$ cat config.mk
export PLATFORM = sky130hd
export DESIGN_NAME = confreg_flat
export DESIGN_NICKNAME = d
export VERILOG_FILES = /design/src/verilog/soc_pkg.sv /design/src/verilog/bus_if.sv /design/src/verilog/confreg.sv /design/src/flat_wrapper.sv
export SDC_FILE = /design/constraint.sdc
export NUM_CORES = 1
export LEC_CHECK = 0
export BUFFER_PORTS_ARGS = -buffer_cell sky130_fd_sc_hd__buf_2
export CORE_MARGIN = 5
export CORE_UTILIZATION = 50
export CTS_CLUSTER_DIAMETER = 40
export DETAILED_ROUTE_END_ITERATION = 7
export PLACE_DENSITY_LB_ADDON = 0.3
export SLEW_MARGIN = 15
export SYNTH_ARGS = -nofsm -noshare
export SYNTH_HDL_FRONTEND = slang
export SYNTH_SLANG_ARGS = --single-unit
$ cat constraint.sdc
create_clock -name cpu_clk -period 3.3 [get_ports cpu_clk]
set_input_delay 0.99 -clock cpu_clk [delete_from_list [all_inputs] [get_ports cpu_clk]]
set_output_delay 0.99 -clock cpu_clk [all_outputs]
set_load 0.005 [all_outputs]
$ cat src/verilog/soc_pkg.sv
package soc_pkg;

// Bus geometry
parameter int ADDR_W = 32;
parameter int DATA_W = 32;
parameter int STRB_W = DATA_W / 8;

// Confreg page decoded on the upper 16 address bits
parameter logic [ADDR_W-1:0] CONFREG_BASE = 32'hbfaf_0000;

parameter logic [15:0] CR_LED_OFS     = 16'hf000;
parameter logic [15:0] CR_LED_RG0_OFS = 16'hf004;
parameter logic [15:0] CR_LED_RG1_OFS = 16'hf008;
parameter logic [15:0] CR_SWITCH_OFS  = 16'hf020;
parameter logic [15:0] CR_TIMER_OFS   = 16'he000;

parameter int LED_W    = 16;
parameter int SWITCH_W = 8;

typedef enum logic [1:0] {
    resp_okay   = 2'b00,
    resp_decerr = 2'b11
} bus_resp_e;

typedef enum logic [1:0] {
    tgt_ram,
    tgt_confreg,
    tgt_decerr
} xbar_target_e;

endpackage

$ cat src/verilog/bus_if.sv
`timescale 1ns/100ps

interface bus_if import soc_pkg::*; ();

// Read request
logic              ar_valid;
logic [ADDR_W-1:0] ar_addr;
logic              ar_ready;

// Read data
logic              r_valid;
logic [DATA_W-1:0] r_data;
bus_resp_e         r_resp;
logic              r_ready;

// Write address and data together
logic              w_valid;
logic [ADDR_W-1:0] w_addr;
logic [DATA_W-1:0] w_data;
logic [STRB_W-1:0] w_strb;
logic              w_ready;

// Write response
logic              b_valid;
bus_resp_e         b_resp;
logic              b_ready;

modport master (
    output ar_valid, ar_addr, r_ready, w_valid, w_addr, w_data, w_strb, b_ready,
    input  ar_ready, r_valid, r_data, r_resp, w_ready, b_valid, b_resp
);

modport slave (
    input  ar_valid, ar_addr, r_ready, w_valid, w_addr, w_data, w_strb, b_ready,
    output ar_ready, r_valid, r_data, r_resp, w_ready, b_valid, b_resp
);

endinterface

$ cat src/verilog/confreg.sv
`timescale 1ns/100ps

module confreg import soc_pkg::*; (
    input  logic                cpu_clk,
    input  logic                rst,
    bus_if.slave                bus,
    output logic [LED_W-1:0]    led,
    output logic [1:0]          led_rg0,
    output logic [1:0]          led_rg1,
    input  logic [SWITCH_W-1:0] switch
);

logic [LED_W-1:0]  led_data;
logic [DATA_W-1:0] led_rg0_data;
logic [DATA_W-1:0] led_rg1_data;
logic [31:0]       timer;
logic [DATA_W-1:0] rd_value;
logic              rd_accept;
logic              wr_accept;

assign bus.ar_ready = !bus.r_valid;
assign bus.w_ready  = !bus.b_valid;
assign rd_accept    = bus.ar_valid && bus.ar_ready;
assign wr_accept    = bus.w_valid && bus.w_ready;

assign bus.r_resp = resp_okay;
assign bus.b_resp = resp_okay;

// LEDs on the board light when driven low
assign led     = ~led_data;
assign led_rg0 = led_rg0_data[1:0];
assign led_rg1 = led_rg1_data[1:0];

always_comb begin
    case (bus.ar_addr[15:0])
        CR_LED_OFS:     rd_value = DATA_W'(led_data);
        CR_LED_RG0_OFS: rd_value = led_rg0_data;
        CR_LED_RG1_OFS: rd_value = led_rg1_data;
        CR_SWITCH_OFS:  rd_value = DATA_W'(switch);
        CR_TIMER_OFS:   rd_value = DATA_W'(timer);
        default:        rd_value = '0;
    endcase
end

always_ff @(posedge cpu_clk) begin
    if (rst) begin
        bus.r_valid  <= 1'b0;
        bus.b_valid  <= 1'b0;
        led_data     <= '0;
        led_rg0_data <= '0;
        led_rg1_data <= '0;
        timer        <= '0;
    end else begin
        timer <= timer + 32'd1;
        if (rd_accept)
            bus.r_valid <= 1'b1;
        else if (bus.r_ready)
            bus.r_valid <= 1'b0;
        if (wr_accept)
            bus.b_valid <= 1'b1;
        else if (bus.b_ready)
            bus.b_valid <= 1'b0;
        // Whole-word writes that ignore the strobes
        if (wr_accept) begin
            case (bus.w_addr[15:0])
                CR_LED_OFS:     led_data     <= bus.w_data[LED_W-1:0];
                CR_LED_RG0_OFS: led_rg0_data <= bus.w_data;
                CR_LED_RG1_OFS: led_rg1_data <= bus.w_data;
                default:        ;
            endcase
        end
    end
end

always_ff @(posedge cpu_clk) begin
    if (rd_accept)
        bus.r_data <= rd_value;
end

endmodule

$ cat src/flat_wrapper.sv
// flat-port wrapper written by rule: the top's interface ports become plain ports
module confreg_flat import soc_pkg::*;
  (cpu_clk, rst, led, led_rg0, led_rg1, switch, bus_ar_valid, bus_ar_addr, bus_r_ready, bus_w_valid, bus_w_addr, bus_w_data, bus_w_strb, bus_b_ready, bus_ar_ready, bus_r_valid, bus_r_data, bus_r_resp, bus_w_ready, bus_b_valid, bus_b_resp);
  bus_if bus_i ();
  input  logic cpu_clk;
  input  logic rst;
  output logic [LED_W-1:0] led;
  output logic [1:0] led_rg0;
  output logic [1:0] led_rg1;
  input  logic [SWITCH_W-1:0] switch;
  input wire logic [$bits(bus_i.ar_valid)-1:0] bus_ar_valid;
  input wire logic [$bits(bus_i.ar_addr)-1:0] bus_ar_addr;
  input wire logic [$bits(bus_i.r_ready)-1:0] bus_r_ready;
  input wire logic [$bits(bus_i.w_valid)-1:0] bus_w_valid;
  input wire logic [$bits(bus_i.w_addr)-1:0] bus_w_addr;
  input wire logic [$bits(bus_i.w_data)-1:0] bus_w_data;
  input wire logic [$bits(bus_i.w_strb)-1:0] bus_w_strb;
  input wire logic [$bits(bus_i.b_ready)-1:0] bus_b_ready;
  output wire logic [$bits(bus_i.ar_ready)-1:0] bus_ar_ready;
  output wire logic [$bits(bus_i.r_valid)-1:0] bus_r_valid;
  output wire logic [$bits(bus_i.r_data)-1:0] bus_r_data;
  output wire logic [$bits(bus_i.r_resp)-1:0] bus_r_resp;
  output wire logic [$bits(bus_i.w_ready)-1:0] bus_w_ready;
  output wire logic [$bits(bus_i.b_valid)-1:0] bus_b_valid;
  output wire logic [$bits(bus_i.b_resp)-1:0] bus_b_resp;
  assign bus_i.ar_valid = bus_ar_valid;
  assign bus_i.ar_addr = bus_ar_addr;
  assign bus_i.r_ready = bus_r_ready;
  assign bus_i.w_valid = bus_w_valid;
  assign bus_i.w_addr = bus_w_addr;
  assign bus_i.w_data = bus_w_data;
  assign bus_i.w_strb = bus_w_strb;
  assign bus_i.b_ready = bus_b_ready;
  assign bus_ar_ready = bus_i.ar_ready;
  assign bus_r_valid = bus_i.r_valid;
  assign bus_r_data = bus_i.r_data;
  assign bus_r_resp = bus_i.r_resp;
  assign bus_w_ready = bus_i.w_ready;
  assign bus_b_valid = bus_i.b_valid;
  assign bus_b_resp = bus_i.b_resp;
  confreg u_core (.cpu_clk(cpu_clk), .rst(rst), .bus(bus_i), .led(led), .led_rg0(led_rg0), .led_rg1(led_rg1), .switch(switch));
endmodule
# Word-level counts from Yosys, hierarchy flattened
# Cells that the tools add are included.
[classes]
add_sub_neg = 1
eq_ne = 8
mux = 5
n_bitwise = 1
n_reduce_logical = 9
[ops]
columns = ["op", "count"]
rows = [
  ["case mux 32 bit (5 select lines)", 1],
  ["== test 16 bit (second input constant)", 8],
  ["adder 32 x 1 -> 32 bit (second input constant)", 1],
  ["NOT 16 bit", 1],
  ["AND reduction 2 bit", 3],
  ["2-to-1 mux 1 bit", 4],
  ["nonzero test 2 bit", 2],
  ["logical AND 1 bit", 2],
  ["logical NOT 1 bit", 2],
]
[totals]
register_bits = 146
output_inout_bits = 60
wordCells = 31

# Depth between registers and ports, before layout
# Gate-level depths: netlist of the first run.
[logic_depth]
ltp_word = 3
ltp_mapped = 7

# Worst setup path after synthesis of the first run
# No wires, ideal clock.
[synth_timing]
path_type = "in2reg"
start = "input bus_w_addr[0]"
end = "register u_core.led_data[10]"
setup_time_ps = 118
t_arrival_ps = 2951
required_time_ps = 3182
path_slack_ps = 231
stages = 7
path_cell_list = "or4_1 -> or4_4 -> buf_6 -> or3_1 -> buf_6 -> buf_12 -> mux2i_1"
[synth_between]
elab_chain_len = 2
[synth_lines]
columns = ["item", "line", "rtl"]
rows = [
  ["from (decl)", "flat_wrapper.sv:15", "input wire logic [$bits(bus_i.w_addr)-1:0] bus_w_addr;"],
  ["== test 16 bit", "confreg.sv:65", "case (bus.w_addr[15:0])"],
  ["AND reduction 2 bit (no source line)", "--", ""],
  ["to (signal assigned)", "confreg.sv:66", "CR_LED_OFS: led_data <= bus.w_data[LED_W-1:0];"],
  ["to (decl)", "confreg.sv:13", "logic [LED_W-1:0] led_data;"],
]
# No other way between the ends.
# A chain may end at the register's enable or synchronous reset.

# Worst setup path after layout of the first run
[layout_timing]
start = "input bus_w_addr[0]"
end = "register u_core.led_rg1_data[10]"
[layout_between]
elab_chain_len = 2
[layout_lines]
columns = ["item", "line", "rtl"]
rows = [
  ["== test 16 bit", "confreg.sv:65", ""],
  ["AND reduction 2 bit (no source line)", "--", ""],
  ["to (signal assigned)", "confreg.sv:68", "CR_LED_RG1_OFS: led_rg1_data <= bus.w_data;"],
  ["to (decl)", "confreg.sv:15", "logic [DATA_W-1:0] led_rg1_data;"],
]
# No other way between the ends.

==> flow_summary.toml, run 1 <==
[yosys]
synth_cell_types = 47
synth_ff_type = "dfxtp_1"
syn_inst = 723
synth-seq-cells = 146
yosysTopAreaCell = "dfxtp_1"
ys_warn_count = 0
syn_area_um2 = 6780
synth_edf_count = 32
synth_top_area_share_pct = 33.6
syn_area_per_cell_um2 = 9.38
yosys-top-cells-area = "dfxtp_1 (34%), edfxtp_1 (14%), mux2i_1 (5.9%)"
synthArstFlopShare_pct = 0
synth-seq-area-share_pct = 47.8

[clocking]
cts_made_buffers = 17
insertion_delay_ns = 0.43
clock-sinks = 146
postCtsSetupRepairBufs = 0
h-tree-depth = 4
path_clk_slew_ns = 0.06
root_buffer = "clkbuf_16"
ctsHoldBuffers = 0
cts_resized = 0
cts_tree = "yes"
clock_path_buffers = 2

[run_status]
status = "complete, no violations"

[worst_setup_path]
r2r-start = "u_core.bus.b_valid"
reg2reg_depth = 6
cp-end-kind = "register"
reg2reg_slack_ns = 0.91
critPathMaxFanout = 16
worstPathArrival_ns = 3.08
cp_top_family = "simple AND/OR/NAND/NOR gates"
critPathKind = "in2reg"
crit_path_top_delay_cell = "or4_1"
path_cells = "buf_2 > or4_1 > or4_4 > buf_4 > nor2_2 > buf_12 > mux2i_1"
critical_path_buf_inv_count = 3
r2r_end = "u_core.led_rg1_data[10]"
worstSetupStartpointType = "primary input"
required_ns = 3.65
max_stage_delay_ns = 0.60

[cells_and_area]
final_common_cell = "buf_2"
layout_common_cells = "buf_2 (132), dfxtp_1 (114), a21oi_1 (65)"
drive_gt1_share_pct = 23.2
nNetsFinal = 940
fin_area_um2 = 8160
num_antenna_cells = 0
area_growth_pct = 20.3

[min_path]
holdPathStages = 2
min_path_type = "reg2reg"
whs_endpoint = "u_core.led_rg0_data[28]"
min_from = "u_core.led_rg0_data[28]"

[drt]
drc = 0
drt_wl_total_mm = 18.8
vias = 6079
first_iter_violations = 611
ant_nets = 0
wire_per_inst_um = 18.5
vias_per_cell = 6.00
dr.pass1.iters = 6

[sta]
min_period_ns = 2.73
slew_headroom_pct = 55.8
fin_crit_sh_pct = 82.8
fmax_mhz = 366
slew_violations = 0
hold_violations = 0
worst_slew_pin_slew_ns = 0.661
tns_ns = 0
rsz0062_at_grt = "false"
setup_viol_count_final = 0
clock_skew_ns = 0.0116

[global_routing]
grt_antenna_before_repair = 0
grt_overflow_total = 0
first_global_vias = 5912
grt_first_pass_wirelength_mm = 29.8
grt_max_degree = 65
grt_use_total_pct = 23.2

[placed_design]
numPortBuffers = 133
dp_hpwl_mm = 12.5
placed_area_um2 = 7560
place_congestion = 0.891

[power]
p_leak_uw = 0.00288
p_per_area_nw_per_um2 = 492
vdd_ir_drop_max_uv = 324

[floorplanning]
io_pins = 174
die_x_um = 126
num_rows = 42
die_y_um = 126
initial_utilization_pct = 51.0
core_area_um2 = 13300
dieArea_um2 = 16000

[job]
drv_cap = 0
## worst max-delay path by stage
stage,startpoint,end,slack (ns),cells past startpoint
4_1_cts,bus_w_addr[0],u_core.led_rg1_data[10],0.59,7
5_1_grt,bus_w_addr[0],u_core.led_rg1_data[7],0.51,7
6_report,bus_w_addr[0],u_core.led_rg1_data[10],0.57,7
2_1_floorplan,bus_w_addr[0],u_core.led_data[10],0.23,7
3_5_place_dp,bus_w_addr[0],u_core.led_rg1_data[1],0.14,7
3_3_place_gp,bus_w_addr[0],u_core.led_data[7],0.20,6
## cells in the mapped netlist (9+ instances only)
library cell / number
or3_1: 9
or4_1: 13
o31ai_1: 9
buf_4: 9
nand4b_1: 16
o21ai_0: 64
edfxtp_1: 32
dfxtp_1: 114
nand4_1: 10
nand2b_1: 50
nand3_1: 52
a22oi_1: 32
nor2_1: 16
mux2i_1: 40
clkbuf_1: 56
inv_1: 23
nand2_1: 21
o2bb2ai_1: 24
a21oi_1: 65
## layout make-up
class | count | area [um2]
clock inverters | 11 | 121
inverters | 23 | 86.3
multi-input cells | 486 | 3170
flip-flops and latches | 146 | 3240
clock buffers | 21 | 482
well taps | 176 | 220
repair buffers | 151 | 841
fillers | 1117 | 5140
## metrics by stage
stage	setup WS (ns)	utilization (%)	hold slack, ns	instances	total power, uW
floorplan	0.231	-	0.449	726	2000
global placement	0.196	56.8	0.458	982	2100
detailed placement	0.145	56.8	0.464	982	2110
CTS	0.585	61.4	0.472	1014	4040
global route	0.512	61.4	0.493	1014	4140
finish	0.569	61.4	0.472	1014	4020
## logic make-up after synthesis
logic type	Yosys count	share of synthesized area (%)
compound gates	206	18.7
xor+xnor	11	1.42
fa+ha+maj	1	0.184
buf+inv	94	6.18
flops	146	47.8
mux	41	6.07
other cells	1	0.0553
simple gates	223	19.6
## flip-flops by register name, summed over array words and instances, names as in the netlist
signal / cells
u_core.bus.r_data: 32
u_core.led_rg0_data: 32
u_core.led_rg1_data: 32
u_core.timer: 32
u_core.led_data: 16
u_core.bus.b_valid: 1
u_core.bus.r_valid: 1
## layer usage
metal / routed length, um / vias up / GRT usage, % / part of all wire [%]
li1: - / 2863 / - / -
met1: 7590 / 2880 / 28.8 / 40
met2: 8990 / 295 / 37.9 / 48
met3: 1460 / 41 / 5.17 / 7.8
met4: 734 / 0 / 11.9 / 3.9
met5: 0 / - / 0 / 0
## power breakdown
| part | internal [uW] | switching (uW) | leakage, uW |
|---|---|---|---|
| Sequential | 1850 | 12.4 | 0.00124 |
| Combinational | 85.2 | 126 | 0.00135 |
| Clock | 1200 | 746 | 0.000296 |
## worst register-to-register path: stages (launching register included)
cell     delay, ns
dfxtp_1       0.34
or4b_4        0.57
or4_4         0.59
buf_4         0.20
nor2_2        0.17
buf_12        0.21
mux2i_1       0.22
No activity file was read; power rests on OpenSTA's default activity.
==> run 2: changes to the inputs <==
Clock period 3.3 ns to 2.55 ns, I/O delays scaled along.
==> flow_summary.toml, run 2 (same netlist as run 1, synthesis figures left out) <==
[placed_design]
numPortBuffers = 133
dp_slack_ns = -0.201
place_congestion = 0.877
dp_hpwl_mm = 13.1

[clocking]
path_clk_slew_ns = 0.06
ctsHoldBuffers = 0
clock_path_buffers = 2
clock-sinks = 146
insertion_delay_ns = 0.42
cts_tree = "yes"
cts_made_buffers = 17
postCtsSetupRepairBufs = 0
root_buffer = "clkbuf_16"
cts_resized = 0
h-tree-depth = 4

[drt]
drt_wl_total_mm = 19.1
ant_nets = 0
wire_per_inst_um = 18.6
vias = 6178
dr.pass1.iters = 5
vias_per_cell = 6.00
first_iter_violations = 586
drc = 0

[cells_and_area]
register_area_um2 = 3240
final_common_cell = "buf_2"
layout_common_cells = "buf_2 (132), dfxtp_1 (114), a21oi_1 (65)"
drive_gt1_share_pct = 24.6
nNetsFinal = 954
multi_input_area_um2 = 3170
area_growth_pct = 21.6
fillers = 1129

[floorplanning]
die_y_um = 126
dieArea_um2 = 16000
num_rows = 42
io_pins = 174
core_area_um2 = 13300
die_x_um = 126
initial_utilization_pct = 51.0

[sta]
rsz0062_at_grt = "false"
setup_viol_count_final = 0
min_period_ns = 2.33
slew_violations = 0
layout_setup_ws_ns = 0.225
fmax_mhz = 430
whs_ns = 0.468
hold_violations = 0
clock_skew_ns = 0.00625
worst_slew_pin_slew_ns = 0.531
slew_headroom_pct = 64.5
fin_crit_sh_pct = 91.2

[worst_setup_path]
cp-startpoint = "bus_w_addr[0]"
path_cells = "buf_2 > or4_4 > or4_4 > or3_1 > buf_12 > mux2i_1"
worstPathArrival_ns = 2.63
worstSetupStartpointType = "primary input"
crit_path_top_delay_cell = "or4_4"
crit_top_cell = "or4_4"
required_ns = 2.85
critPathMaxFanout = 16
critPathKind = "in2reg"
r2r-start = "u_core.bus.b_valid"
max_stage_delay_ns = 0.54
cp-end-kind = "register"

[power]
p_leak_uw = 0.00294
vdd_ir_drop_max_uv = 434
p_per_area_nw_per_um2 = 608

[global_routing]
grt_use_total_pct = 23.5
grt_antenna_before_repair = 1
grt_first_pass_wirelength_mm = 30.1
grt_overflow_total = 0
grt_max_degree = 44
first_global_vias = 6098

[min_path]
min_from = "u_core.led_rg0_data[27]"
min_path_type = "reg2reg"

[run_status]
status = "complete, no violations"

[job]
drv_cap = 0
==> run 2: cell count changes in the layout (fill, tap and decap cells not counted) <==
cell	previous run	this run
or4_1	13	12
buf_12	3	5
clkbuf_8	2	0
diode_2	0	1
or4_4	1	2
clkbuf_1	1	0
nor2b_4	0	1
buf_4	16	28
inv_4	3	2
nor2b_2	2	1
clkinv_4	0	3
inv_8	0	1
bufinv_16	2	0
clkinv_2	2	4
==> run 2: metrics by stage <==
stage | util, % | instances | total power (uW) | instance area, um2 | TNS (ns)
global placement | 57.9 | 996 | 2730 | 7690 | -9.63
floorplan | - | 726 | 2580 | 6800 | -6.93
detailed placement | 57.9 | 996 | 2740 | 7690 | -11.63
CTS | 62.0 | 1028 | 5050 | 8250 | 0
global route | 62.1 | 1029 | 5170 | 8250 | 0
finish | 62.1 | 1029 | 5020 | 8250 | 0
==> run 2: final cells by class <==
cell class              count  share of cell area, %
flip-flops and latches    146                   39.3
clock buffers              18                   5.46
repair buffers            165                   11.8
well taps                 176                   2.67
clock inverters            14                   1.24
inverters                  23                   1.05
diodes                      1                 0.0303
multi-input cells         486                   38.5
==> run 2: worst max-delay path, delay by kind of cell <==
family	cells	cell delay [ns]
simple gates	3	1.43
buf+inv	2	0.29
mux	1	0.13
==> run 2: final timing paths <==
kind	end	slack, ns	cells after the start
setup / recovery	u_core.led_data[6]	0.22	6
hold / removal	u_core.led_rg0_data[27]	0.47	2
setup reg to reg	u_core.led_data[6]	0.33	5
hold reg to reg	u_core.led_rg0_data[27]	0.47	2
==> run 2: where the power goes <==
group / internal [uW] / switching, uW
Combinational: 119 / 166
Clock: 1310 / 1010
Sequential: 2390 / 17.3
==> run 2: metal layers <==
layer	GRT usage [%]	share of wire (%)	vias to the layer above	wire (um)
met5	0	0	-	0
met4	12.1	3.9	0	740
met2	39.4	49	267	9380
li1	-	-	2895	-
met3	5.21	7.1	53	1360
met1	28.3	40	2963	7650
==> run 3: changes to the inputs <==
Settings changed: ABC_AREA set to 1.
==> flow_summary.toml, run 3 <==
[cells_and_area]
layout_common_cells = "nand2_1 (250), nor2_1 (241), buf_2 (133)"
fillers = 1358
nNetsFinal = 1262
drive_gt1_share_pct = 20.2
area_growth_pct = 17.8
num_antenna_cells = 0
final_common_cell = "nand2_1"

[clocking]
clock_path_buffers = 2
cts_tree = "yes"
insertion_delay_ns = 0.42
path_clk_slew_ns = 0.06
cts_resized = 0
root_buffer = "clkbuf_16"
clock-sinks = 146
h-tree-depth = 4
ctsHoldBuffers = 0
cts_made_buffers = 17
postCtsSetupRepairBufs = 0

[job]
drv_cap = 0

[yosys]
syn_area_um2 = 7310
syn_area_per_cell_um2 = 7.13
synth_most_common_cell = "nand2_1"
synth-seq-area-share_pct = 44.4
yosys-top-cells-area = "dfxtp_1 (31%), edfxtp_1 (13%), nand2_1 (13%)"
syn_inst = 1025
synth_top_area_share_pct = 31.2
yosysTopAreaCell = "dfxtp_1"
synthArstFlopShare_pct = 0
synth_common_cells = "nand2_1 (250), nor2_1 (241), inv_1 (115)"
synth-seq-cells = 146
synth_ff_type = "dfxtp_1"
synth_cell_types = 36
synth_edf_count = 32
ys_warn_count = 0

[worst_setup_path]
cp.depth = 9
max_stage_delay_ns = 0.27
critical_path_buf_inv_count = 3
worstPathArrival_ns = 2.03
reg2reg_depth = 8
path_cells = "buf_2 > nor2_1 > nand2_2 > nor2_8 > buf_4 > nand3_1 > o21ai_0 > inv_1 > nand2_1"
crit_path_top_delay_cell = "buf_4"
r2r-start = "u_core.bus.b_valid"
cp-endpoint = "u_core.bus.r_data[12]"
cp-startpoint = "bus_ar_addr[9]"
required_ns = 2.81
critPathMaxFanout = 15
reg2reg_slack_ns = 1.00
worstSetupStartpointType = "primary input"
critPathKind = "in2reg"
r2r_end = "u_core.led_rg1_data[26]"
cp_top_family = "simple AND/OR/NAND/NOR gates"
cp-end-kind = "register"

[drt]
first_iter_violations = 435
dr.pass1.iters = 5
wire_per_inst_um = 13.6
drt_wl_total_mm = 18.3
drc = 0
ant_nets = 0
vias_per_cell = 4.94
vias = 6636

[placed_design]
place_congestion = 0.855
dp_hpwl_mm = 12.6
numPortBuffers = 133

[floorplanning]
dieArea_um2 = 17100
die_y_um = 131
initial_utilization_pct = 50.7
io_pins = 174
num_rows = 44
core_area_um2 = 14400
die_x_um = 131

[power]
p_per_area_nw_per_um2 = 594
p_leak_uw = 0.00397
vdd_ir_drop_max_uv = 400

[min_path]
min_path_type = "reg2reg"

[global_routing]
grt_antenna_before_repair = 0
grt_first_pass_wirelength_mm = 29.8
first_global_vias = 6190
grt_max_degree = 66
grt_use_total_pct = 22.0
grt_overflow_total = 0

[sta]
rsz0062_at_grt = "false"
slew_violations = 0
tns_ns = 0
min_period_ns = 1.77
setup_viol_count_final = 0
fin_crit_sh_pct = 69.6
clock_skew_ns = 0.00540
whs_ns = 0.480
hold_violations = 0
fmax_mhz = 564

[run_status]
status = "complete, no violations"
run 3: layout make-up:
class / instances / area [um2] / area share [%]
clock buffers: 22 / 484 / 5.62
clock inverters: 10 / 108 / 1.25
inverters: 122 / 464 / 5.39
multi-input cells: 715 / 3300 / 38.3
flip-flops and latches: 146 / 3240 / 37.7
well taps: 184 / 230 / 2.67
repair buffers: 145 / 781 / 9.07
run 3: tightest hold or removal path: stages (launching register included):
cell and delay [ns]:
dfxtp_1 0.32, nor2_1 0.05, nor2_1 0.08
run 3: power breakdown:
part	internal (uW)	total (uW)	switching, uW
combinational	98.6	234	136
sequential	2390	2400	12.7
clock	1530	2480	944
total	4020	5120	1090
run 3: logic make-up after synthesis:
| kind of cell | count (synthesis) | share of synthesized area, % |
|---|---|---|
| flip-flops | 146 | 44.4 |
| XOR/XNOR | 1 | 0.120 |
| AO/OA/AOI/OAI | 91 | 7.62 |
| buffers and inverters | 167 | 10.6 |
| adder cells (fa/ha/maj) | 1 | 0.171 |
| other | 1 | 0.0513 |
| AND/OR/NAND/NOR | 618 | 37.0 |
run 3: worst min path at each step:
stage	start	end	slack, ns	depth (start not counted)
floorplan	u_core.timer[0]	u_core.timer[0]	0.43	1
global placement	u_core.timer[0]	u_core.timer[0]	0.45	1
detailed placement	u_core.timer[0]	u_core.timer[0]	0.46	1
CTS	u_core.timer[0]	u_core.timer[0]	0.48	1
global route	u_core.timer[0]	u_core.timer[0]	0.50	1
finish	u_core.led_rg0_data[9]	u_core.led_rg0_data[9]	0.48	2
run 3: layer usage:
layer / global-route usage, % / wire length, um / vias to the layer above
li1: - / - / 3398
met1: 29.5 / 8210 / 3005
met2: 35.8 / 8670 / 205
met3: 5.00 / 1190 / 28
met4: 6.53 / 267 / 0
met5: 0 / 0 / -
run 3: metrics by stage:
stage	setup WS [ns]	cell area, um2	util, %	power (uW)	instances
after CTS	0.789	8610	59.7	5150	1344
after floorplan	0.707	7320	-	2560	1028
after global placement	0.431	8020	55.6	2690	1312
final	0.776	8610	59.7	5120	1344
after global routing	0.677	8610	59.7	5270	1344
after detailed placement	0.393	8020	55.6	2690	1312
