--- src/verilog/soc_pkg.sv ---
package soc_pkg;

// Bus geometry
parameter int ADDR_W = 32;
parameter int DATA_W = 32;
parameter int STRB_W = DATA_W / 8;

// Confreg page decoded on the upper 16 address bits
parameter logic [ADDR_W-1:0] CONFREG_BASE = 32'hbfaf_0000;

parameter logic [15:0] CR_LED_OFS     = 16'hf000;
parameter logic [15:0] CR_LED_RG0_OFS = 16'hf004;
parameter logic [15:0] CR_LED_RG1_OFS = 16'hf008;
parameter logic [15:0] CR_SWITCH_OFS  = 16'hf020;
parameter logic [15:0] CR_TIMER_OFS   = 16'he000;

parameter int LED_W    = 16;
parameter int SWITCH_W = 8;

typedef enum logic [1:0] {
    resp_okay   = 2'b00,
    resp_decerr = 2'b11
} bus_resp_e;

typedef enum logic [1:0] {
    tgt_ram,
    tgt_confreg,
    tgt_decerr
} xbar_target_e;

endpackage

--- src/verilog/bus_if.sv ---
`timescale 1ns/100ps

interface bus_if import soc_pkg::*; ();

// Read request
logic              ar_valid;
logic [ADDR_W-1:0] ar_addr;
logic              ar_ready;

// Read data
logic              r_valid;
logic [DATA_W-1:0] r_data;
bus_resp_e         r_resp;
logic              r_ready;

// Write address and data together
logic              w_valid;
logic [ADDR_W-1:0] w_addr;
logic [DATA_W-1:0] w_data;
logic [STRB_W-1:0] w_strb;
logic              w_ready;

// Write response
logic              b_valid;
bus_resp_e         b_resp;
logic              b_ready;

modport master (
    output ar_valid, ar_addr, r_ready, w_valid, w_addr, w_data, w_strb, b_ready,
    input  ar_ready, r_valid, r_data, r_resp, w_ready, b_valid, b_resp
);

modport slave (
    input  ar_valid, ar_addr, r_ready, w_valid, w_addr, w_data, w_strb, b_ready,
    output ar_ready, r_valid, r_data, r_resp, w_ready, b_valid, b_resp
);

endinterface

--- src/verilog/bus_crossbar_1x2.sv ---
`timescale 1ns/100ps

module bus_crossbar_1x2 import soc_pkg::*; #(
    parameter int RAM_WORDS = 1024
) (
    input  logic              cpu_clk,
    input  logic              rst,
    input  logic              ar_valid,
    input  logic [ADDR_W-1:0] ar_addr,
    output logic              ar_ready,
    output logic              r_valid,
    output logic [DATA_W-1:0] r_data,
    output bus_resp_e         r_resp,
    input  logic              r_ready,
    input  logic              w_valid,
    input  logic [ADDR_W-1:0] w_addr,
    input  logic [DATA_W-1:0] w_data,
    input  logic [STRB_W-1:0] w_strb,
    output logic              w_ready,
    output logic              b_valid,
    output bus_resp_e         b_resp,
    input  logic              b_ready,
    bus_if.master             ram_bus,
    bus_if.master             cfg_bus
);

localparam logic [ADDR_W-1:0] RAM_BYTES = ADDR_W'(RAM_WORDS * 4);

xbar_target_e ar_tgt;
xbar_target_e w_tgt;
xbar_target_e rd_tgt;
xbar_target_e wr_tgt;
logic         rd_busy;
logic         wr_busy;
logic         ar_sel_ready;
logic         w_sel_ready;

function automatic xbar_target_e decode(input logic [ADDR_W-1:0] addr);
    if (addr[ADDR_W-1:16] == CONFREG_BASE[ADDR_W-1:16])
        return tgt_confreg;
    else if (addr < RAM_BYTES)
        return tgt_ram;
    else
        return tgt_decerr;
endfunction

assign ar_tgt = decode(ar_addr);
assign w_tgt  = decode(w_addr);

// Requests go out only while the channel has nothing outstanding
assign ram_bus.ar_valid = ar_valid && !rd_busy && (ar_tgt == tgt_ram);
assign cfg_bus.ar_valid = ar_valid && !rd_busy && (ar_tgt == tgt_confreg);
assign ram_bus.ar_addr  = ar_addr;
assign cfg_bus.ar_addr  = ar_addr;

assign ram_bus.w_valid = w_valid && !wr_busy && (w_tgt == tgt_ram);
assign cfg_bus.w_valid = w_valid && !wr_busy && (w_tgt == tgt_confreg);
assign ram_bus.w_addr  = w_addr;
assign cfg_bus.w_addr  = w_addr;
assign ram_bus.w_data  = w_data;
assign cfg_bus.w_data  = w_data;
assign ram_bus.w_strb  = w_strb;
assign cfg_bus.w_strb  = w_strb;

always_comb begin
    case (ar_tgt)
        tgt_ram:     ar_sel_ready = ram_bus.ar_ready;
        tgt_confreg: ar_sel_ready = cfg_bus.ar_ready;
        default:     ar_sel_ready = 1'b1;
    endcase
    case (w_tgt)
        tgt_ram:     w_sel_ready = ram_bus.w_ready;
        tgt_confreg: w_sel_ready = cfg_bus.w_ready;
        default:     w_sel_ready = 1'b1;
    endcase
end

assign ar_ready = !rd_busy && ar_sel_ready;
assign w_ready  = !wr_busy && w_sel_ready;

always_ff @(posedge cpu_clk) begin
    if (rst) begin
        rd_busy <= 1'b0;
        wr_busy <= 1'b0;
        rd_tgt  <= tgt_ram;
        wr_tgt  <= tgt_ram;
    end else begin
        if (ar_valid && ar_ready) begin
            rd_busy <= 1'b1;
            rd_tgt  <= ar_tgt;
        end else if (r_valid && r_ready) begin
            rd_busy <= 1'b0;
        end
        if (w_valid && w_ready) begin
            wr_busy <= 1'b1;
            wr_tgt  <= w_tgt;
        end else if (b_valid && b_ready) begin
            wr_busy <= 1'b0;
        end
    end
end

// Responses come back from the recorded target
assign ram_bus.r_ready = r_ready && (rd_tgt == tgt_ram);
assign cfg_bus.r_ready = r_ready && (rd_tgt == tgt_confreg);
assign ram_bus.b_ready = b_ready && (wr_tgt == tgt_ram);
assign cfg_bus.b_ready = b_ready && (wr_tgt == tgt_confreg);

always_comb begin
    case (rd_tgt)
        tgt_ram: begin
            r_valid = ram_bus.r_valid;
            r_data  = ram_bus.r_data;
            r_resp  = ram_bus.r_resp;
        end
        tgt_confreg: begin
            r_valid = cfg_bus.r_valid;
            r_data  = cfg_bus.r_data;
            r_resp  = cfg_bus.r_resp;
        end
        default: begin
            // Busy flag doubles as the decode error response
            r_valid = rd_busy;
            r_data  = '0;
            r_resp  = resp_decerr;
        end
    endcase
    case (wr_tgt)
        tgt_ram: begin
            b_valid = ram_bus.b_valid;
            b_resp  = ram_bus.b_resp;
        end
        tgt_confreg: begin
            b_valid = cfg_bus.b_valid;
            b_resp  = cfg_bus.b_resp;
        end
        default: begin
            b_valid = wr_busy;
            b_resp  = resp_decerr;
        end
    endcase
end

endmodule

--- src/flat_wrapper.sv ---
// flat-port wrapper written by rule: the top's interface ports become plain ports
module bus_crossbar_1x2_flat import soc_pkg::*;
#(
    parameter int RAM_WORDS = 1024
)
  (cpu_clk, rst, ar_valid, ar_addr, ar_ready, r_valid, r_data, r_resp, r_ready, w_valid, w_addr, w_data, w_strb, w_ready, b_valid, b_resp, b_ready, ram_bus_ar_valid, ram_bus_ar_addr, ram_bus_r_ready, ram_bus_w_valid, ram_bus_w_addr, ram_bus_w_data, ram_bus_w_strb, ram_bus_b_ready, ram_bus_ar_ready, ram_bus_r_valid, ram_bus_r_data, ram_bus_r_resp, ram_bus_w_ready, ram_bus_b_valid, ram_bus_b_resp, cfg_bus_ar_valid, cfg_bus_ar_addr, cfg_bus_r_ready, cfg_bus_w_valid, cfg_bus_w_addr, cfg_bus_w_data, cfg_bus_w_strb, cfg_bus_b_ready, cfg_bus_ar_ready, cfg_bus_r_valid, cfg_bus_r_data, cfg_bus_r_resp, cfg_bus_w_ready, cfg_bus_b_valid, cfg_bus_b_resp);
  bus_if ram_bus_i ();
  bus_if cfg_bus_i ();
  input  logic cpu_clk;
  input  logic rst;
  input  logic ar_valid;
  input  logic [ADDR_W-1:0] ar_addr;
  output logic ar_ready;
  output logic r_valid;
  output logic [DATA_W-1:0] r_data;
  output bus_resp_e r_resp;
  input  logic r_ready;
  input  logic w_valid;
  input  logic [ADDR_W-1:0] w_addr;
  input  logic [DATA_W-1:0] w_data;
  input  logic [STRB_W-1:0] w_strb;
  output logic w_ready;
  output logic b_valid;
  output bus_resp_e b_resp;
  input  logic b_ready;
  output wire logic [$bits(ram_bus_i.ar_valid)-1:0] ram_bus_ar_valid;
  output wire logic [$bits(ram_bus_i.ar_addr)-1:0] ram_bus_ar_addr;
  output wire logic [$bits(ram_bus_i.r_ready)-1:0] ram_bus_r_ready;
  output wire logic [$bits(ram_bus_i.w_valid)-1:0] ram_bus_w_valid;
  output wire logic [$bits(ram_bus_i.w_addr)-1:0] ram_bus_w_addr;
  output wire logic [$bits(ram_bus_i.w_data)-1:0] ram_bus_w_data;
  output wire logic [$bits(ram_bus_i.w_strb)-1:0] ram_bus_w_strb;
  output wire logic [$bits(ram_bus_i.b_ready)-1:0] ram_bus_b_ready;
  input wire logic [$bits(ram_bus_i.ar_ready)-1:0] ram_bus_ar_ready;
  input wire logic [$bits(ram_bus_i.r_valid)-1:0] ram_bus_r_valid;
  input wire logic [$bits(ram_bus_i.r_data)-1:0] ram_bus_r_data;
  input wire logic [$bits(ram_bus_i.r_resp)-1:0] ram_bus_r_resp;
  input wire logic [$bits(ram_bus_i.w_ready)-1:0] ram_bus_w_ready;
  input wire logic [$bits(ram_bus_i.b_valid)-1:0] ram_bus_b_valid;
  input wire logic [$bits(ram_bus_i.b_resp)-1:0] ram_bus_b_resp;
  output wire logic [$bits(cfg_bus_i.ar_valid)-1:0] cfg_bus_ar_valid;
  output wire logic [$bits(cfg_bus_i.ar_addr)-1:0] cfg_bus_ar_addr;
  output wire logic [$bits(cfg_bus_i.r_ready)-1:0] cfg_bus_r_ready;
  output wire logic [$bits(cfg_bus_i.w_valid)-1:0] cfg_bus_w_valid;
  output wire logic [$bits(cfg_bus_i.w_addr)-1:0] cfg_bus_w_addr;
  output wire logic [$bits(cfg_bus_i.w_data)-1:0] cfg_bus_w_data;
  output wire logic [$bits(cfg_bus_i.w_strb)-1:0] cfg_bus_w_strb;
  output wire logic [$bits(cfg_bus_i.b_ready)-1:0] cfg_bus_b_ready;
  input wire logic [$bits(cfg_bus_i.ar_ready)-1:0] cfg_bus_ar_ready;
  input wire logic [$bits(cfg_bus_i.r_valid)-1:0] cfg_bus_r_valid;
  input wire logic [$bits(cfg_bus_i.r_data)-1:0] cfg_bus_r_data;
  input wire logic [$bits(cfg_bus_i.r_resp)-1:0] cfg_bus_r_resp;
  input wire logic [$bits(cfg_bus_i.w_ready)-1:0] cfg_bus_w_ready;
  input wire logic [$bits(cfg_bus_i.b_valid)-1:0] cfg_bus_b_valid;
  input wire logic [$bits(cfg_bus_i.b_resp)-1:0] cfg_bus_b_resp;
  assign ram_bus_ar_valid = ram_bus_i.ar_valid;
  assign ram_bus_ar_addr = ram_bus_i.ar_addr;
  assign ram_bus_r_ready = ram_bus_i.r_ready;
  assign ram_bus_w_valid = ram_bus_i.w_valid;
  assign ram_bus_w_addr = ram_bus_i.w_addr;
  assign ram_bus_w_data = ram_bus_i.w_data;
  assign ram_bus_w_strb = ram_bus_i.w_strb;
  assign ram_bus_b_ready = ram_bus_i.b_ready;
  assign ram_bus_i.ar_ready = ram_bus_ar_ready;
  assign ram_bus_i.r_valid = ram_bus_r_valid;
  assign ram_bus_i.r_data = ram_bus_r_data;
  assign ram_bus_i.r_resp = ram_bus_r_resp;
  assign ram_bus_i.w_ready = ram_bus_w_ready;
  assign ram_bus_i.b_valid = ram_bus_b_valid;
  assign ram_bus_i.b_resp = ram_bus_b_resp;
  assign cfg_bus_ar_valid = cfg_bus_i.ar_valid;
  assign cfg_bus_ar_addr = cfg_bus_i.ar_addr;
  assign cfg_bus_r_ready = cfg_bus_i.r_ready;
  assign cfg_bus_w_valid = cfg_bus_i.w_valid;
  assign cfg_bus_w_addr = cfg_bus_i.w_addr;
  assign cfg_bus_w_data = cfg_bus_i.w_data;
  assign cfg_bus_w_strb = cfg_bus_i.w_strb;
  assign cfg_bus_b_ready = cfg_bus_i.b_ready;
  assign cfg_bus_i.ar_ready = cfg_bus_ar_ready;
  assign cfg_bus_i.r_valid = cfg_bus_r_valid;
  assign cfg_bus_i.r_data = cfg_bus_r_data;
  assign cfg_bus_i.r_resp = cfg_bus_r_resp;
  assign cfg_bus_i.w_ready = cfg_bus_w_ready;
  assign cfg_bus_i.b_valid = cfg_bus_b_valid;
  assign cfg_bus_i.b_resp = cfg_bus_b_resp;
  bus_crossbar_1x2 #(.RAM_WORDS(RAM_WORDS)) u_core (.cpu_clk(cpu_clk), .rst(rst), .ar_valid(ar_valid), .ar_addr(ar_addr), .ar_ready(ar_ready), .r_valid(r_valid), .r_data(r_data), .r_resp(r_resp), .r_ready(r_ready), .w_valid(w_valid), .w_addr(w_addr), .w_data(w_data), .w_strb(w_strb), .w_ready(w_ready), .b_valid(b_valid), .b_resp(b_resp), .b_ready(b_ready), .ram_bus(ram_bus_i), .cfg_bus(cfg_bus_i));
endmodule
--- config.mk ---
export PLATFORM = sky130hd
export DESIGN_NAME = bus_crossbar_1x2_flat
export DESIGN_NICKNAME = d
export VERILOG_FILES = /design/src/verilog/soc_pkg.sv /design/src/verilog/bus_if.sv /design/src/verilog/bus_crossbar_1x2.sv /design/src/flat_wrapper.sv
export SDC_FILE = /design/constraint.sdc
export NUM_CORES = 1
export LEC_CHECK = 0
export BUFFER_PORTS_ARGS = -buffer_cell sky130_fd_sc_hd__buf_2
export CORE_AREA = 2 2 168 170
export CTS_BUF_LIST = sky130_fd_sc_hd__clkbuf_4
export CTS_CLUSTER_DIAMETER = 100
export DETAILED_ROUTE_END_ITERATION = 16
export DIE_AREA = 0 0 170 172
export GPL_TIMING_DRIVEN = 0
export PLACE_DENSITY = 0.41
export SYNTH_ARGS = -nofsm -noshare
export SYNTH_HDL_FRONTEND = slang
export SYNTH_SLANG_ARGS = --single-unit
--- constraint.sdc ---
create_clock -name cpu_clk -period 2 [get_ports cpu_clk]
set_input_delay 0.2 -clock cpu_clk [delete_from_list [all_inputs] [get_ports cpu_clk]]
set_output_delay 0.2 -clock cpu_clk [all_outputs]
set_load 0.01 [all_outputs]
## Yosys cells after proc, flatten, opt, wreduce, memory -nomap -nowiden

Cells that the tools add are included.

| storage, ports and cells | value |
|---|---|
| bits in registers | 6 |
| bits in latches | 0 |
| memory bits (writable) | 0 |
| memory bits (read-only) | 0 |
| input port bits | 186 |
| output and inout port bits | 248 |
| logic and storage cells | 51 |
| memories kept | 0 |

| operators by class | value |
|---|---|
| add/subtract/negate cells | 0 |
| $mul | 0 |
| div/mod/pow operators | 0 |
| order comparisons | 2 |
| equality and inequality tests | 6 |
| shift operators | 0 |
| mux-type cells | 15 |
| bitwise logic cells | 0 |
| reduce and logical (&&, ||, !) cells | 24 |

Operator list:

| operator | count |
|---|---|
| $lt 32x13->1 const B | 2 |
| $pmux 32 s2 | 1 |
| $eq 16x16->1 const B | 2 |
| $logic_and 1x1->1 | 16 |
| $eq 2x1->1 const B | 4 |
| $logic_not 2->1 | 4 |
| $mux 2 | 4 |
| $pmux 1 s2 | 4 |
| $pmux 2 s2 | 2 |
| $mux 1 | 4 |
| $reduce_bool 2->1 | 2 |
| $logic_not 1->1 | 2 |

## Longest topological paths before layout

Gate-level depths: netlist of run 1.

| depth | value |
|---|---|
| depth in word-level cells | 8 |
| depth in mapped cells | 5 |
| gate-level depth less buffers | 5 |

## Worst setup path before layout of run 1

No wires, ideal clock.

| path | value |
|---|---|
| kind | input-to-reg |
| start | in ar_addr[29] |
| end | reg u_core.rd_tgt[0] |
| setup time | 0.073 ns |
| arrival | 1.395 ns |
| data required time | 1.927 ns |
| slack | 0.532 ns |
| stages on the path | 5 |
| buffers on the path | 0 |
| cells stage by stage | or4_4 nor3_2 a21oi_1 mux2_4 nor3_2 |

| on the way | value |
|---|---|
| cells in the longest elaborated chain, start to end | 7 |
| elaborated cells on any way between the ends | 9 |
| those cells by class | order compare: 1; eq/ne: 2; mux: 3; reduce/logical: 3 |

Ends and longest elaborated chain:

| item | line | text |
|---|---|---|
| from (decl) | flat_wrapper.sv:12 | `input logic [ADDR_W-1:0] ar_addr;` |
| $lt 32x13->1 | bus_crossbar_1x2.sv:41 | `else if (addr < RAM_BYTES)` |
| $mux 2 | bus_crossbar_1x2.sv:41 |  |
| $mux 2 (*) | bus_crossbar_1x2.sv:39 | `if (addr[ADDR_W-1:16] == CONFREG_BASE[ADDR_W-1:16])` |
| $eq 2x1->1 or $logic_not 2->1 (tied branches) | bus_crossbar_1x2.sv:66 | `case (ar_tgt)` |
| $pmux 1 s2 | bus_crossbar_1x2.sv:66 |  |
| $logic_and 1x1->1 | bus_crossbar_1x2.sv:78 | `assign ar_ready = !rd_busy && ar_sel_ready;` |
| $logic_and 1x1->1 | bus_crossbar_1x2.sv:88 | `if (ar_valid && ar_ready) begin` |
| to (signal assigned) | bus_crossbar_1x2.sv:85 | `rd_tgt <= tgt_ram;` |
| to (signal assigned) | bus_crossbar_1x2.sv:90 | `rd_tgt <= ar_tgt;` |
| to (decl) | bus_crossbar_1x2.sv:31 | `xbar_target_e rd_tgt;` |

Every way passes the cells marked *; elsewhere a longest branch is shown, timed or not.
A chain may end at the register's enable or synchronous reset.

## Final worst setup path of run 1

| path | value |
|---|---|
| start | reg u_core.rd_tgt[0] |
| end | out r_data[26] |

| on the way | value |
|---|---|
| cells in the longest elaborated chain, start to end | 2 |
| elaborated cells on any way between the ends | 3 |
| those cells by class | eq/ne: 1; mux: 1; reduce/logical: 1 |

Ends and longest elaborated chain:

| item | line | text |
|---|---|---|
| $eq 2x1->1 or $logic_not 2->1 (tied branches) | bus_crossbar_1x2.sv:110 | `case (rd_tgt)` |
| $pmux 32 s2 (*) | bus_crossbar_1x2.sv:110 |  |
| to (decl) | flat_wrapper.sv:15 | `output logic [DATA_W-1:0] r_data;` |

Marked as above.

==> results of run 1 <==
power by group through the flow:
stage | logic, mW | clock network, mW | registers, mW
floorplan | 0.560 | 0 | 0.134
global placement | 1.04 | 0 | 0.137
detailed placement | 1.04 | 0 | 0.137
CTS | 1.04 | 0.124 | 0.134
global route | 1.11 | 0.130 | 0.136
finish | 1.02 | 0.113 | 0.135
registers in the layout, indices dropped and copies added (netlist names):
register        flops
u_core.rd_busy      1
u_core.rd_tgt       2
u_core.wr_busy      1
u_core.wr_tgt       2
logic make-up (layout without fill, tap and decap cells):
kind of cell,after synthesis,in the layout,share of synthesized area (%)
buf+inv,214,590,59.7
mux,33,33,12.8
flops,6,6,4.60
other cells,0,1,0
simple gates,94,94,17.5
compound gates,20,20,5.37
worst max-delay path: cells and delay by family, from the launching register on:
kind          cells  cell delay (ps)
flops             1              320
simple gates      1               60
mux               1              240
buf+inv           3              780
layout make-up:
| cell class | count | area (sq um) |
|---|---|---|
| sequential | 6 | 120 |
| inverter | 5 | 18.8 |
| tap | 346 | 433 |
| buffer | 209 | 1550 |
| fill | 3167 | 22500 |
| multi-input combinational | 147 | 933 |
| antenna | 1 | 2.50 |
| clock buffer | 3 | 22.5 |
| timing repair buffer | 373 | 1870 |
how the worst min path moves through the flow:
stage                    startpoint                to  slack, ps
finish              cfg_bus_w_ready  u_core.wr_tgt[0]        260
global route        cfg_bus_w_ready  u_core.wr_tgt[0]        270
detailed placement   u_core.wr_busy    u_core.wr_busy        490
CTS                 cfg_bus_w_ready  u_core.wr_tgt[0]        240
floorplan                       rst    u_core.rd_busy        270
global placement     u_core.wr_busy    u_core.wr_busy        490
placed cells by master (no fill, tap or decap), drive strengths merged, types with 4 or more instances in the layout:
cell type  synthesis  routed
buf              204     575
clkbuf             5      10
a211o              4       4
dfxtp              6       6
nor4               5       5
inv                5       5
nand4              4       4
a21oi              5       5
nor2              47      47
nor3              10      10
nand2              8       8
nor2b              5       5
mux2i             32      32
layer usage:
metal  vias up  wire length (um)  GRT usage [%]
met5         -                 0              0
met4         0                62           1.45
met3         2               854          0.687
met1      1481              5300           9.37
li1       1757                 -              -
met2       194              6900           14.2
==> out/qor.csv, run 1 <==
metric;value;unit
post_cts_buffers;0;
fin_crit;1840;ps
synthTopCellsByArea;buf_4, mux2i_1, nor2_1;
final_cell_area;0.00495;sq mm
cts.sinks;6;
synth_common_cells;buf_4, nor2_1, mux2i_1, nand2_1, nor3_1;
cellLeakagePower;2.82;nW
total_power;1.27;mW
holdPathStages;3;
syn_nets;553;
drt-total-wl;13100;um
async_flop_share;0;%
hold_buffers;0;
reg2regPathDepth;5;
regToRegEndpoint;u_core.rd_tgt[1];
yosysSeqAreaShare;4.60;%
synth_top_area_cell;buf_4;
hold_viol;0;
synthCells;367;
grt_antenna_before_repair;1;
io_pins;434;
crit_arrival;1640;ps
crit_start;u_core.rd_tgt[0];
grt_max_degree;11;
fin_crit_sh;91.9;%
start_util;9.50;%
fmax;544;MHz
finalClockSkew;0.132;ps
nets;931;
synth_cell_types;31;
ff2ff_setup_slack;500;ps
initialDrtViolationCount;77;
dpl_cell_area;0.00491;sq mm
ys_ff_latch;6;
hpwl;12100;um
p_comb_share;80.5;%
vias_per_cell;3.15;
holdWs;255;ps
path_max_fanout;10;
cts_resized;2;
power_density;257;mW/mm^2
post-place-cells;1086;
cts-root-buf;clkbuf_4;
dieArea;0.0292;sq mm
stdcell_count;1090;
endpoint_kind;output pin;
crit_path_cell_trace;clkbuf_2 -> clkbuf_4 -> mux2i_1 -> nor2_1 -> buf_2;
core;0.0275;sq mm
vias;3434;
syn_avg_cell_area;7.12;sq um
cp-start-kind;register;
worst_pin_slew;480;ps
drv_cap;0;
clkPwrFrac;8.9;%
ys.flop_type;dfxtp_1;
pwr-share-seq;10.6;%
rsz0062_at_grt;false;
area_growth;89.6;%
dp_slack;32.1;ps
critical_path_class;register to output pin;
setup_slack;161;ps
utilization;18.0;%
io_buffers;373;
clk_path_buf_depth;2;
hold_class;input pin to register;
crit_required;1800;ps
track_usage;7.54;%
drive_gt1_share;79.0;%
synth_area;0.00261;sq mm
p_sw;0.511;mW
yosys_warnings;0;
p_int;0.761;mW
cts-buffers-inserted;3;
rows;61;
synth_edf_count;0;
tritoncts;done;
postRouteAntennaNets;0;
die-width;170;um
grt_pass1_vias;2981;
insertion_delay;240;ps
max_stage_delay;340;ps
path_clk_slew;50;ps
cp_slowest_cell;clkbuf_4;
worstSetupEndpoint;r_data[26];
r2r-start;u_core.rd_busy;
setup_tns;0;ps
drv_slew;0;
cts_max_level;1;
grt-ovfl-total;0;
drt_first_pass_iters;4;
wl_per_cell;12.0;um
synth_top_area_share;57.5;%
sw_frac_of_total;40.2;%
synth_most_common_cell;buf_4;
place_congestion;0.746;
status;finished clean;
irDropWorstVdd;66.6;uV
dieHeight;172;um
slew_headroom;67.6;%
drc;0;
setup_violations;0;
grt_pass1_wl;16600;um
No activity file was read; power rests on OpenSTA's default activity.
==> run 2: changes to the inputs <==
--- a/config.mk
+++ b/config.mk
@@ -12,7 +12,7 @@
 export DETAILED_ROUTE_END_ITERATION = 16
 export DIE_AREA = 0 0 170 172
 export GPL_TIMING_DRIVEN = 0
-export PLACE_DENSITY = 0.41
+export PLACE_DENSITY = 0.42
 export SYNTH_ARGS = -nofsm -noshare
 export SYNTH_HDL_FRONTEND = slang
 export SYNTH_SLANG_ARGS = --single-unit
==> constraint.sdc (replaced) <==
create_clock -name cpu_clk -period 1.6 [get_ports cpu_clk]
set_input_delay 0.16 -clock cpu_clk [delete_from_list [all_inputs] [get_ports cpu_clk]]
set_output_delay 0.16 -clock cpu_clk [all_outputs]
set_load 0.01 [all_outputs]
==> run 2 against run 1 <==
Against the previous run:
- sequential cell count is the same
- non-clock buffer count grew 5
- routed wire length grew 0.11%
- worst setup slack lost 99 ps
- highest routed layer unchanged
- cell count grew 0.46%
==> out/qor.csv, run 2 (synthesized netlist as in run 1, its figures left out) <==
metric;value;unit
irDropWorstVdd;90.4;uV
grt-ovfl-total;0;
dpl_cell_area;0.00491;sq mm
grt_pass1_wl;16500;um
io_pins;434;
io_buffers;373;
place_congestion;0.728;
wl_per_cell;12.0;um
slew_headroom;63.3;%
path_max_fanout;3;
drv_slew;0;
start_util;9.50;%
status;finished clean;
total_power;1.62;mW
drc;0;
finalClockSkew;0.0977;ps
crit_arrival;1380;ps
p_comb_share;80.6;%
setup_tns;0;ps
nets;936;
final_cell_mix;buf_2, buf_4, nor2_1;
drive_gt1_share;82.0;%
worst_pin_slew;543;ps
vias_per_cell;3.18;
initialDrtViolationCount;73;
setup_violations;0;
drv_cap;0;
post-place-cells;1086;
track_usage;7.41;%
grt_pass1_vias;3019;
grt_antenna_before_repair;1;
tritoncts;done;
area_growth;95.8;%
insertion_delay;240;ps
endpoint_kind;output pin;
setup_slack;62.1;ps
rsz0062_at_grt;true;
die-width;170;um
pwr-share-seq;10.5;%
cts-buffers-inserted;3;
dieArea;0.0292;sq mm
hold_viol;0;
grt_max_degree;11;
cp-start-kind;input pin;
cts_max_level;1;
cts.sinks;6;
dieHeight;172;um
hpwl;12000;um
postRouteAntennaNets;0;
reg.largest.list;u_core.rd_tgt: 2 flops, u_core.wr_tgt: 2 flops;
critical_path_class;input pin to output pin;
stdcell_count;1095;
rows;61;
power_density;316;mW/mm^2
vias;3478;
hold_class;input pin to register;
drt-total-wl;13100;um
fin_crit;1540;ps
p_sw;0.650;mW
final_cell_area;0.00511;sq mm
sw_frac_of_total;40.3;%
cellLeakagePower;2.88;nW
cts-root-buf;clkbuf_4;
core;0.0275;sq mm
layout_commonest_cell;buf_2;
crit_required;1440;ps
clkPwrFrac;8.9;%
fin_crit_sh;96.1;%
p_int;0.965;mW
fmax;650;MHz
path_clk_slew;50;ps
dp_slack;-388;ps
clk_path_buf_depth;2;
drt_first_pass_iters;4;
run 2: cell count changes in the layout (fill, tap and decap cells not counted), sizes merged:
| cell | change |
|---|---|
| buf | +10 |
| clkbuf | -5 |
| inv | -1 |
| clkinvlp | +1 |
run 2: path summary, 6_finish.rpt:
path / from / cells after the start / to / slack [ps]
worst max-delay path: ar_addr[15] / 7 / ar_ready / 60
worst min-delay path: cfg_bus_w_ready / 3 / u_core.wr_tgt[0] / 220
worst max register to register: u_core.rd_tgt[0] / 6 / u_core.rd_tgt[0] / 170
worst min register to register: u_core.wr_busy / 2 / u_core.wr_busy / 490
run 2: stage by stage:
step                utilization (%)  hold slack [ps]
CTS                            18.3              209
finish                         18.6              216
global placement               17.9              477
global route                   18.6              230
floorplan                         -              229
detailed placement             17.9              479
run 2: power groups by stage:
| stage | clock [mW] | combinational [mW] | sequential, mW |
|---|---|---|---|
| 4_1_cts | 0.158 | 1.31 | 0.169 |
| 3_5_place_dp | 0 | 1.29 | 0.172 |
| 3_3_place_gp | 0 | 1.30 | 0.172 |
| 6_report | 0.144 | 1.30 | 0.169 |
| 5_1_grt | 0.169 | 1.41 | 0.170 |
| 2_1_floorplan | 0 | 0.700 | 0.168 |
run 2: area by class of cell:
type                    instances  area, sq um
multi-input cells             147         1010
clock buffers                   3         22.5
repair buffers                379         1920
diodes                          1         2.50
flip-flops and latches          6          123
inverters                       5         22.5
fillers                      3143        22400
plain buffers                 208         1580
well taps                     346          433
run 2: timing repair:
item                                   in CTS  in global routing
pin swaps                                   0                  5
setup buffers                               5                  1
gates resized for setup                    21                 22
setup endpoints to repair                  43                 37
endpoints found under the hold margin       0                  0
hold buffers                                0                  0
run 2: worst max-delay path, stage by stage:
cell and delay [ps]:
buf_2 120, or4_4 550, nor2_2 130, nand2_2 90, nor2_2 120, nor3_1 50
buf_2 150
run 2: per-layer routing:
metal / track usage, % / up-vias / share of wire (%)
li1: - / 1767 / -
met3: 0.641 / 2 / 6.4
met5: 0 / - / 0
met1: 8.83 / 1512 / 39
met4: 1.45 / 0 / 0.50
met2: 14.4 / 197 / 54
